## config.mk

```make
export PLATFORM = sky130hd
export DESIGN_NAME = vga_top
export DESIGN_NICKNAME = d
export VERILOG_FILES = /design/src/logic/vga_pixel_pkg.sv /design/src/logic/vga_timing_pkg.sv /design/src/logic/host_reg_port.sv /design/src/logic/pattern_render.sv /design/src/logic/sync_gen.sv /design/src/logic/vga_top.sv
export SDC_FILE = /design/constraint.sdc
export NUM_CORES = 1
export LEC_CHECK = 0
export ABC_CLOCK_PERIOD_IN_PS = 4200
export BUFFER_PORTS_ARGS = -buffer_cell sky130_fd_sc_hd__buf_2
export CAP_MARGIN = 0
export CORE_UTILIZATION = 58
export CTS_CLUSTER_DIAMETER = 30
export DETAILED_ROUTE_END_ITERATION = 7
export PLACE_DENSITY = 0.81
export SLEW_MARGIN = 10
export SYNTH_ARGS = -nofsm -noshare
export SYNTH_HDL_FRONTEND = slang
export SYNTH_SLANG_ARGS = --single-unit
```

## constraint.sdc

```tcl
create_clock -name clk25MHz -period 4.2 [get_ports clk25MHz]
set_clock_uncertainty 0.05 [all_clocks]
set_input_delay 0 -clock clk25MHz [delete_from_list [all_inputs] [get_ports clk25MHz]]
set_output_delay 0 -clock clk25MHz [all_outputs]
set_load 0.02 [all_outputs]
```

## src/logic/vga_pixel_pkg.sv

```systemverilog
// Colour, palette and host register types.
// Host addresses 0 to 7 hit palette entries and 8 hits control.
// Any other address is acknowledged and dropped.
// The reserved mode code is drawn like SOLID.
package vga_pixel_pkg;

	localparam int         PAL_ENTRIES = 8;      // palette depth
	localparam int         PAL_IDX_W   = 3;      // bits to pick an entry
	localparam logic [3:0] CTRL_ADDR   = 4'd8;   // control register address

	typedef logic [PAL_IDX_W-1:0] pal_idx_t;

	typedef struct packed {
		logic [3:0] r;
		logic [3:0] g;
		logic [3:0] b;
	} rgb444_t;

	typedef enum logic [1:0] {
		SOLID     = 2'd0,                        // one flat colour
		BARS      = 2'd1,                        // eight vertical bars
		CHECKER   = 2'd2,                        // two colour checkerboard
		MODE_RSVD = 2'd3                         // falls back to solid
	} render_mode_e;

	// control register layout, mode in the top bits
	typedef struct packed {
		render_mode_e mode;
		pal_idx_t     solid_index;               // entry used by solid mode
		logic [6:0]   rsvd;                      // written as zero
	} reg_ctrl_t;

	// one data word, read as a colour or as control by address
	typedef union packed {
		rgb444_t   colour;                       // palette addresses
		reg_ctrl_t ctrl;                         // control address
	} reg_word_u;

	typedef struct packed {
		logic [3:0] addr;
		reg_word_u  data;
	} host_cmd_t;

	typedef rgb444_t [PAL_ENTRIES-1:0] palette_t; // 96 bits, entry 0 lowest

endpackage

```

## src/logic/vga_timing_pkg.sv

```systemverilog
// Screen position types shared by the sync generator and the renderer.
// Coordinates are 11 bits, so the line and frame totals must stay below 2048.
// Both sync levels are active low.
package vga_timing_pkg;

	localparam int COORD_W = 11;                 // covers 800 columns and 525 rows

	typedef logic [COORD_W-1:0] coord_t;         // one column or row count

	// one registered sample of the raster position
	typedef struct packed {
		coord_t col;                             // column inside the line
		coord_t row;                             // line inside the frame
		logic   hsync;                           // low during horizontal sync
		logic   vsync;                           // low during vertical sync
		logic   active;                          // high in the visible area
	} screen_pos_t;

	// the value pos holds in reset, syncs idle and the area blanked
	localparam screen_pos_t POS_IDLE = '{
		col:    '0,
		row:    '0,
		hsync:  1'b1,
		vsync:  1'b1,
		active: 1'b0
	};

endpackage

```

## src/logic/host_reg_port.sv

```systemverilog
// Write only host port for the palette and the control register.
// Four phase req/ack. cmd must hold while req is high and a new req
// waits for ack low. Writes land in shadow registers and reach the
// live set on frame_start, so a frame never mixes old and new values.
`timescale 1ns/1ps

module host_reg_port import vga_pixel_pkg::*; (
	input  logic      clk25MHz,
	input  logic      rst,
	input  logic      req,
	input  host_cmd_t cmd,
	output logic      ack,
	input  logic      frame_start,
	output palette_t  palette,
	output reg_word_u ctrl
);

	palette_t  shadow_pal;                       // pending palette
	reg_word_u shadow_ctrl;                      // pending control word
	reg_word_u live_ctrl;                        // control word in use
	logic      phase;                            // write taken, waiting for req low
	logic      wr_stb;                           // one strobe per handshake

	assign wr_stb = req && !phase;

	always_ff @(posedge clk25MHz) begin
		if (!rst) begin
			phase <= 1'b0;
			ack   <= 1'b0;
		end else if (wr_stb) begin
			phase <= 1'b1;                       // hold off until req drops
			ack   <= 1'b1;
		end else if (!req) begin
			phase <= 1'b0;
			ack   <= 1'b0;                       // closes the handshake
		end
	end

	// address picks which view of the data word applies
	always_ff @(posedge clk25MHz) begin
		if (!rst) begin
			shadow_pal  <= '0;
			shadow_ctrl <= '0;
		end else if (wr_stb) begin
			if (cmd.addr < CTRL_ADDR) begin
				shadow_pal[cmd.addr[PAL_IDX_W-1:0]] <= cmd.data.colour;
			end else if (cmd.addr == CTRL_ADDR) begin
				shadow_ctrl.ctrl.mode        <= cmd.data.ctrl.mode;
				shadow_ctrl.ctrl.solid_index <= cmd.data.ctrl.solid_index;
				shadow_ctrl.ctrl.rsvd        <= '0;
			end
		end
	end

	always_ff @(posedge clk25MHz) begin
		if (!rst) begin
			palette   <= '0;                     // all black
			live_ctrl <= '0;                     // solid, entry 0
		end else if (frame_start) begin
			palette   <= shadow_pal;
			live_ctrl <= shadow_ctrl;
		end
	end

	// The renderer picks its index from pixel 0,0 in the frame_start cycle,
	// one clock before the palette read, so the new control word is
	// forwarded in that cycle to keep the whole frame on one setting.
	assign ctrl = frame_start ? shadow_ctrl : live_ctrl;

	// ack goes high on the edge that saw req, the host may drop req right after
	a_ack_needs_req: assert property (@(posedge clk25MHz) disable iff (!rst)
		$rose(ack) |-> $past(req))
		else $error("ack rose while req was low");

	a_cmd_stable: assert property (@(posedge clk25MHz) disable iff (!rst)
		req && $past(req) |-> $stable(cmd))
		else $error("cmd changed while req was high");

endmodule

```

## src/logic/pattern_render.sv

```systemverilog
// Two stage renderer from screen position to 12 bit colour.
// Stage one picks a palette index, stage two reads the palette and blanks.
// hsync and vsync ride along so all outputs match one position.
// CHK_SHIFT must be below 11 and H_RES should be a multiple of 8.
`timescale 1ns/1ps

module pattern_render import vga_timing_pkg::*; import vga_pixel_pkg::*; #(
	parameter int H_RES     = 640,
	parameter int CHK_SHIFT = 5
) (
	input  logic        clk25MHz,
	input  logic        rst,
	input  screen_pos_t pos,
	input  palette_t    palette,
	input  reg_word_u   ctrl,
	output rgb444_t     rgb,
	output logic        hsync,
	output logic        vsync
);

	localparam coord_t BAR_W   = coord_t'(H_RES / PAL_ENTRIES); // columns per bar
	localparam coord_t BAR_CNT = coord_t'(PAL_ENTRIES);

	coord_t   bar_num;                           // bar under the column
	pal_idx_t bar_idx;                           // bar clamped to last entry
	logic     chk_bit;
	pal_idx_t idx_nxt;
	pal_idx_t idx_q;                             // stage one palette index
	logic     active_q;
	logic     hsync_q;
	logic     vsync_q;

	assign bar_num = pos.col / BAR_W;
	assign bar_idx = (bar_num >= BAR_CNT) ? '1 : bar_num[PAL_IDX_W-1:0]; // blanking tail
	assign chk_bit = pos.col[CHK_SHIFT] ^ pos.row[CHK_SHIFT];

	always_comb begin
		idx_nxt = ctrl.ctrl.solid_index;         // solid unless a mode says otherwise
		case (ctrl.ctrl.mode)
			BARS: begin
				idx_nxt = bar_idx;
			end
			CHECKER: begin
				idx_nxt = {{(PAL_IDX_W-1){1'b0}}, chk_bit}; // entry 0 or 1
			end
			SOLID, MODE_RSVD: begin
				idx_nxt = ctrl.ctrl.solid_index;
			end
			default: begin
				idx_nxt = ctrl.ctrl.solid_index;
			end
		endcase
	end

	always_ff @(posedge clk25MHz) begin
		idx_q <= idx_nxt;                        // index for the palette read
	end

	always_ff @(posedge clk25MHz) begin
		if (!rst) begin
			active_q <= 1'b0;
			hsync_q  <= 1'b1;
			vsync_q  <= 1'b1;
		end else begin
			active_q <= pos.active;
			hsync_q  <= pos.hsync;
			vsync_q  <= pos.vsync;
		end
	end

	// stage two, palette read and blanking
	always_ff @(posedge clk25MHz) begin
		if (!rst) begin
			rgb   <= '0;
			hsync <= 1'b1;
			vsync <= 1'b1;
		end else begin
			rgb   <= active_q ? palette[idx_q] : '0; // black outside visible area
			hsync <= hsync_q;
			vsync <= vsync_q;
		end
	end

endmodule

```

## src/logic/sync_gen.sv

```systemverilog
// Raster counters and sync generation for a VGA style display.
// All pos fields and frame_start are registered one cycle behind the counters.
// Porch and sync widths must be nonzero and the totals must fit in 11 bits.
`timescale 1ns/1ps

module sync_gen import vga_timing_pkg::*; #(
	parameter int H_RES        = 640,
	parameter int H_FPORCH     = 16,
	parameter int H_SYNC_WIDTH = 96,
	parameter int H_BPORCH     = 48,
	parameter int V_RES        = 480,
	parameter int V_FPORCH     = 10,
	parameter int V_SYNC_WIDTH = 2,
	parameter int V_BPORCH     = 33
) (
	input  logic        clk25MHz,
	input  logic        rst,
	output screen_pos_t pos,
	output logic        frame_start
);

	localparam int H_TOTAL = H_RES + H_FPORCH + H_SYNC_WIDTH + H_BPORCH; // clocks per line
	localparam int V_TOTAL = V_RES + V_FPORCH + V_SYNC_WIDTH + V_BPORCH; // lines per frame

	localparam coord_t H_LAST     = coord_t'(H_TOTAL - 1);
	localparam coord_t V_LAST     = coord_t'(V_TOTAL - 1);
	localparam coord_t H_VIS      = coord_t'(H_RES);
	localparam coord_t V_VIS      = coord_t'(V_RES);
	localparam coord_t H_SYNC_ON  = coord_t'(H_RES + H_FPORCH);   // first low column
	localparam coord_t H_SYNC_OFF = coord_t'(H_RES + H_FPORCH + H_SYNC_WIDTH);
	localparam coord_t V_SYNC_ON  = coord_t'(V_RES + V_FPORCH);   // first low line
	localparam coord_t V_SYNC_OFF = coord_t'(V_RES + V_FPORCH + V_SYNC_WIDTH);

	coord_t col_cnt;                             // free running column
	coord_t row_cnt;                             // free running line
	logic   hsync_nxt;
	logic   vsync_nxt;
	logic   active_nxt;

	always_ff @(posedge clk25MHz) begin
		if (!rst) begin
			col_cnt <= '0;
			row_cnt <= '0;
		end else if (col_cnt == H_LAST) begin
			col_cnt <= '0;                       // end of line
			if (row_cnt == V_LAST) begin
				row_cnt <= '0;                   // end of frame
			end else begin
				row_cnt <= row_cnt + 1'b1;
			end
		end else begin
			col_cnt <= col_cnt + 1'b1;
		end
	end

	// porch compares on the raw counters
	assign hsync_nxt  = !((col_cnt >= H_SYNC_ON) && (col_cnt < H_SYNC_OFF));
	assign vsync_nxt  = !((row_cnt >= V_SYNC_ON) && (row_cnt < V_SYNC_OFF));
	assign active_nxt = (col_cnt < H_VIS) && (row_cnt < V_VIS);

	always_ff @(posedge clk25MHz) begin
		if (!rst) begin
			pos         <= POS_IDLE;
			frame_start <= 1'b0;
		end else begin
			pos.col     <= col_cnt;
			pos.row     <= row_cnt;
			pos.hsync   <= hsync_nxt;
			pos.vsync   <= vsync_nxt;
			pos.active  <= active_nxt;
			frame_start <= (col_cnt == '0) && (row_cnt == '0); // marks pos 0,0
		end
	end

	// a sync pulse that starts must last the full width and then end
	a_hsync_width: assert property (@(posedge clk25MHz) disable iff (!rst)
		$fell(pos.hsync) |-> !pos.hsync [*H_SYNC_WIDTH] ##1 pos.hsync)
		else $error("hsync low time differs from %0d cycles", H_SYNC_WIDTH);

	a_col_range: assert property (@(posedge clk25MHz) disable iff (!rst)
		col_cnt < coord_t'(H_TOTAL))
		else $error("column counter reached line total %0d", H_TOTAL);

endmodule

```

## src/logic/vga_top.sv

```systemverilog
// VGA test pattern generator top level.
// Timing defaults give 640x480 at a 25 MHz pixel clock.
// rgb, hsync and vsync lag the raster counters by three clocks.
`timescale 1ns/1ps

module vga_top import vga_timing_pkg::*; import vga_pixel_pkg::*; #(
	parameter int H_RES        = 640,
	parameter int H_FPORCH     = 16,
	parameter int H_SYNC_WIDTH = 96,
	parameter int H_BPORCH     = 48,
	parameter int V_RES        = 480,
	parameter int V_FPORCH     = 10,
	parameter int V_SYNC_WIDTH = 2,
	parameter int V_BPORCH     = 33,
	parameter int CHK_SHIFT    = 5
) (
	input  logic      clk25MHz,
	input  logic      rst,
	input  logic      req,
	input  host_cmd_t cmd,
	output logic      ack,
	output rgb444_t   rgb,
	output logic      hsync,
	output logic      vsync
);

	screen_pos_t pos;                            // raster position to renderer
	logic        frame_start;                    // live register update strobe
	palette_t    palette;
	reg_word_u   ctrl;

	sync_gen #(
		.H_RES        (H_RES),
		.H_FPORCH     (H_FPORCH),
		.H_SYNC_WIDTH (H_SYNC_WIDTH),
		.H_BPORCH     (H_BPORCH),
		.V_RES        (V_RES),
		.V_FPORCH     (V_FPORCH),
		.V_SYNC_WIDTH (V_SYNC_WIDTH),
		.V_BPORCH     (V_BPORCH)
	) sync_gen_i (
		.clk25MHz    (clk25MHz),
		.rst         (rst),
		.pos         (pos),
		.frame_start (frame_start)
	);

	host_reg_port host_reg_port_i (
		.clk25MHz    (clk25MHz),
		.rst         (rst),
		.req         (req),
		.cmd         (cmd),
		.ack         (ack),
		.frame_start (frame_start),
		.palette     (palette),
		.ctrl        (ctrl)
	);

	pattern_render #(
		.H_RES     (H_RES),
		.CHK_SHIFT (CHK_SHIFT)
	) pattern_render_i (
		.clk25MHz (clk25MHz),
		.rst      (rst),
		.pos      (pos),
		.palette  (palette),
		.ctrl     (ctrl),
		.rgb      (rgb),
		.hsync    (hsync),
		.vsync    (vsync)
	);

endmodule

```

[Word-level counts from Yosys, hierarchy flattened]
Cells that the tools add are included.
Storage, ports and cells
  output and inout bits: 15
  flip-flop bits (word level): 266
  bits of input ports: 19
Operators by class
  reduce and logical (&&, ||, !) cells: 17
  add/sub/neg operators: 2
  eq/ne operators: 7
  magnitude comparators: 11
  bitwise gates (word level): 3
  divide/modulo/power cells: 1
  mux-type cells: 11
Operators with widths (number)
  $bwmux W96: 1
  $bmux W12 S3: 1
  $demux W12 S3: 1
  $mux W12: 3
  $add A11 B1 Y11 const B: 2
  $eq A11 B10 Y1 const B: 2
  $logic_not A11 Y1: 2
  $lt A11 B10 Y1 const B: 2
  $lt A11 B9 Y1 const B: 2
  $div A11 B7 Y11 const B: 1
  $ge A11 B10 Y1 const B: 1
  $ge A11 B4 Y1 const B: 1
  $ge A11 B9 Y1 const B: 1
  $mux W11: 1
  $pmux W3 S3: 1
  $lt A3 B4 Y1 const B: 2
  $logic_and A1 B1 Y1: 6
  $eq A2 B2 Y1 const B: 2
  $eq A4 B4 Y1 const B: 1
  $lt A4 B4 Y1 const B: 1
  $reduce_and A2 Y1: 2
  $reduce_or A2 Y1: 2
  $ge A3 B1 Y1 const B: 1
  $logic_not A1 Y1: 3
  8 further kinds: 10

[Depth between registers and ports, before layout]
  word-level depth: 5
  gate-level depth with buffers: 7

[Cells and area by module]
Synthesis repeated with hierarchy kept, for this count alone.
Unflattened totals
  cell total of the unflattened synthesis: 1007
  area total of the unflattened synthesis: 11028.1 um^2
By module, submodules not included
  host_reg_port: cells each 702, area an instance 7777.5 um^2, times used 1
  sync_gen: cells each 192, area an instance 1834.3 um^2, times used 1
  pattern_render: cells each 113, area an instance 1416.4 um^2, times used 1

[Least setup slack after synthesis]
OpenSTA, ideal clock, no wires.
  path type: reg-to-reg
  from: register sync_gen_i.frame_start
  to: register pattern_render_i.idx_q[0]
  clock period less this slack: 1.648 ns
  buffers on the path: 1
  library setup time: 0.127 ns
  arrival: 1.472 ns
  data required time: 4.023 ns
  slack: 2.552 ns
  cell stages (with the launch flop): 7
  path through: dfxtp_1 > buf_2 > mux2i_1 > inv_1 > ha_1 > a221oi_1 > a31oi_1
RTL lines
  start: declaration: RTL line sync_gen.sv:19  | output logic frame_start
  start signal: assignment: RTL line sync_gen.sv:71  | frame_start <= (col_cnt == '0) && (row_cnt == '0);
  end signal: assignment: RTL line pattern_render.sv:56  | idx_q <= idx_nxt;
  end: declaration: RTL line pattern_render.sv:28  | pal_idx_t idx_q;

==> flow_summary.json <==
{
  "status": "finished clean",
  "syn_nets": 1065,
  "rsz0062_at_grt": "false",
  "cts_setup_buffers": 0,
  "nFillCells": 1270,
  "wl_mm": 23.7,
  "hold_depth": 5,
  "grt_pass1_vias": 7424,
  "drive_gt1_share_pct": 14.5,
  "path_clk_slew_ns": 0.05,
  "hp-class": "input port to register",
  "num_vias": 7406,
  "critPathMaxFanout": 16,
  "cp_slowest_stage_delay_ns": 0.59,
  "rr_worst_depth": 7,
  "drtPass1Iterations": 5,
  "fin_ws_ns": 1.68,
  "vdd.ir_drop.worst_mv": 0.398,
  "die_h_um": 137,
  "clk_latency_ns": 0.53,
  "wl_per_cell_um": 17.8,
  "fin_hold_ws_ns": 0.0657,
  "numCtsBuffers": 45,
  "setup_violations": 0,
  "drv_cap": 0,
  "gp_congestion": 0.831,
  "synth_cells": 1040,
  "ys_top_cells_by_area": "dfxtp_1 48%, mux2i_1 15%, nor2b_1 8.7%",
  "multi_input_area_mm2": 0.00510,
  "maxSlewViolCount": 0,
  "routed_via_density": 5.57,
  "io_pins": 34,
  "ys.flop_type": "dfxtp_1",
  "hpwlAfterDp_mm": 13.2,
  "yosysSeqAreaShare_pct": 48.4,
  "die-area_mm2": 0.0189,
  "hold_violations": 0,
  "yosys.area.top_type_share_pct": 48.4,
  "clock-root-buffer": "clkbuf_16",
  "power.density_mw_per_mm2": 507,
  "max-slew-margin-rel_pct": 25.1,
  "cts_sinks": 257,
  "initial_core_util_pct": 59.1,
  "crit_chain": "nand2b_1 -> nor3_4 -> dlygate4sd3_1 -> buf_4 -> and3_1 -> nand2_1 -> a21boi_0",
  "die_x_um": 137,
  "crit_required_ns": 4.60,
  "synth_top_cell_by_area": "dfxtp_1",
  "synthToLayoutAreaGrowth_pct": 17.9,
  "cp_data_arrival_time_ns": 2.92,
  "grt_pass1_wl_mm": 38.1,
  "ys_warn_count": 0,
  "worst_pin_slew_ns": 1.12,
  "core_mm2": 0.0180,
  "regArea_mm2": 0.00515,
  "htree_levels": 2,
  "overflow": 0,
  "rows": 49,
  "critPathKind": "register to register",
  "remaining_drc_errors": 0,
  "syn_area_mm2": 0.0106,
  "synth_cell_types": 48,
  "cp_slowest_cell": "and3_1",
  "io_buffers": 33,
  "synth_top_cells_by_count": "257 x dfxtp_1, 154 x mux2i_1, 147 x nor2b_1, 110 x nand2_1, 53 x clkbuf_1",
  "period_share_pct": 60.0,
  "cts_tree": "done",
  "antenna_found_initial": 1,
  "ys_ff_latch": 257,
  "place_ws_ns": 2.07,
  "p_leak_nw": 4.71,
  "yosysMostFrequentCell": "dfxtp_1",
  "cts_buffer_depth": 3,
  "postRouteAntennaNets": 0,
  "critPathLaunchType": "register",
  "nNetsFinal": 1088,
  "track_usage_pct": 26.2,
  "cp-end-kind": "register",
  "drtIter0Drc": 384,
  "fin_setup_tns_ns": 0,
  "min_period_ns": 2.52,
  "async_reset_ff_share_pct": 0,
  "grt_max_degree": 121,
  "synth_edf_count": 0,
  "synth_area_per_cell_um2": 10.2,
  "fmax_ghz": 0.397
}
## where the power goes
part	leakage, nW	switching, mW	total [mW]	internal [mW]
clock network	0.748	1.25	3.61	2.36
registers	2.07	0.0268	2.49	2.46
logic	1.89	0.134	0.246	0.112
total	4.71	1.41	6.35	4.93
## cell families (layout without fill, tap and decap cells)
group	count (synthesis)	count (layout)	share of synthesized area [%]
adder cells (fa/ha/maj)	6	6	0.707
other	0	1	0
XOR/XNOR	21	21	1.73
flip-flops	257	257	48.4
multiplexers	178	178	19.6
AO/OA/AOI/OAI	84	84	5.68
buffers and inverters	93	152	3.60
AND/OR/NAND/NOR	401	401	20.2
## registers in the layout, summed over array words and instances, names as in the netlist
register                     cells
host_reg_port_i.palette         96
host_reg_port_i.shadow_pal      96
pattern_render_i.rgb            12
sync_gen_i.col_cnt              11
sync_gen_i.pos                  11
sync_gen_i.row_cnt              11
host_reg_port_i.live_ctrl        5
host_reg_port_i.shadow_ctrl      5
pattern_render_i.idx_q           3
host_reg_port_i.ack              1
pattern_render_i.active_q        1
pattern_render_i.hsync           1
pattern_render_i.hsync_q         1
pattern_render_i.vsync           1
pattern_render_i.vsync_q         1
sync_gen_i.frame_start           1
## per-stage QoR
stage	std cells	area, µm²	power [mW]	util [%]
final	1329	12500	6.35	69.7
after global routing	1329	12500	6.53	69.7
after CTS	1328	12500	6.39	69.7
after detailed placement	1229	10800	2.77	60.3
after global placement	1229	10800	2.77	60.3
after floorplan	1040	10600	2.71	-
## critical path, delay by kind of cell (launching register included)
| family | cells | cell delay [ns] |
|---|---|---|
| buffers and inverters | 2 | 0.79 |
| AOI/OAI and AO/OA | 1 | 0.20 |
| and+or+nand+nor | 4 | 1.09 |
| DFF | 1 | 0.30 |
## routing by layer
metal / wire (µm) / global-route usage [%]
met1: 10500 / 33.5
met2: 11400 / 42.8
met3: 1270 / 5.74
met4: 605 / 10.6
met5: 0 / 0
## what timing repair did
item                                   CTS  global route
endpoints found under the hold margin  129             0
gates resized for setup                  0             0
hold buffers                            16             0
## cell usage in the layout (no fill, tap or decap), types with 7 or more instances in the layout
| cell type | instances |
|---|---|
| clkinv_2 | 8 |
| nand2_1 | 110 |
| nor2b_1 | 147 |
| buf_4 | 9 |
| mux2i_1 | 154 |
| a21boi_0 | 52 |
| a21boi_1 | 9 |
| nor2_1 | 36 |
| clkbuf_16 | 46 |
| buf_2 | 32 |
| o21ai_0 | 7 |
| xor2_1 | 11 |
| and2_1 | 11 |
| xnor2_1 | 10 |
| nand3_1 | 49 |
| inv_1 | 11 |
| dfxtp_1 | 255 |
| dlygate4sd3_1 | 16 |
| mux4_2 | 24 |
| nor3_1 | 8 |
## layout make-up
cell class | count | area share (%)
flip-flops and latches | 257 | 41.1
multi-input cells | 690 | 40.7
clock buffers | 55 | 9.86
repair buffers | 58 | 3.26
clock inverters | 28 | 2.43
well taps | 229 | 2.29
inverters | 11 | 0.330
diodes | 1 | 0.0200
## path summary, 6_finish.rpt
check                                              start                              to  slack [ns]
worst min register to register  pattern_render_i.hsync_q          pattern_render_i.hsync        0.36
worst min-delay path                             cmd[14]  host_reg_port_i.shadow_pal[26]        0.07
worst max-delay path                 host_reg_port_i.ack  host_reg_port_i.shadow_pal[80]        1.68
worst max register to register       host_reg_port_i.ack  host_reg_port_i.shadow_pal[80]        1.68
Note: power is estimated with default switching activity, not from simulation.
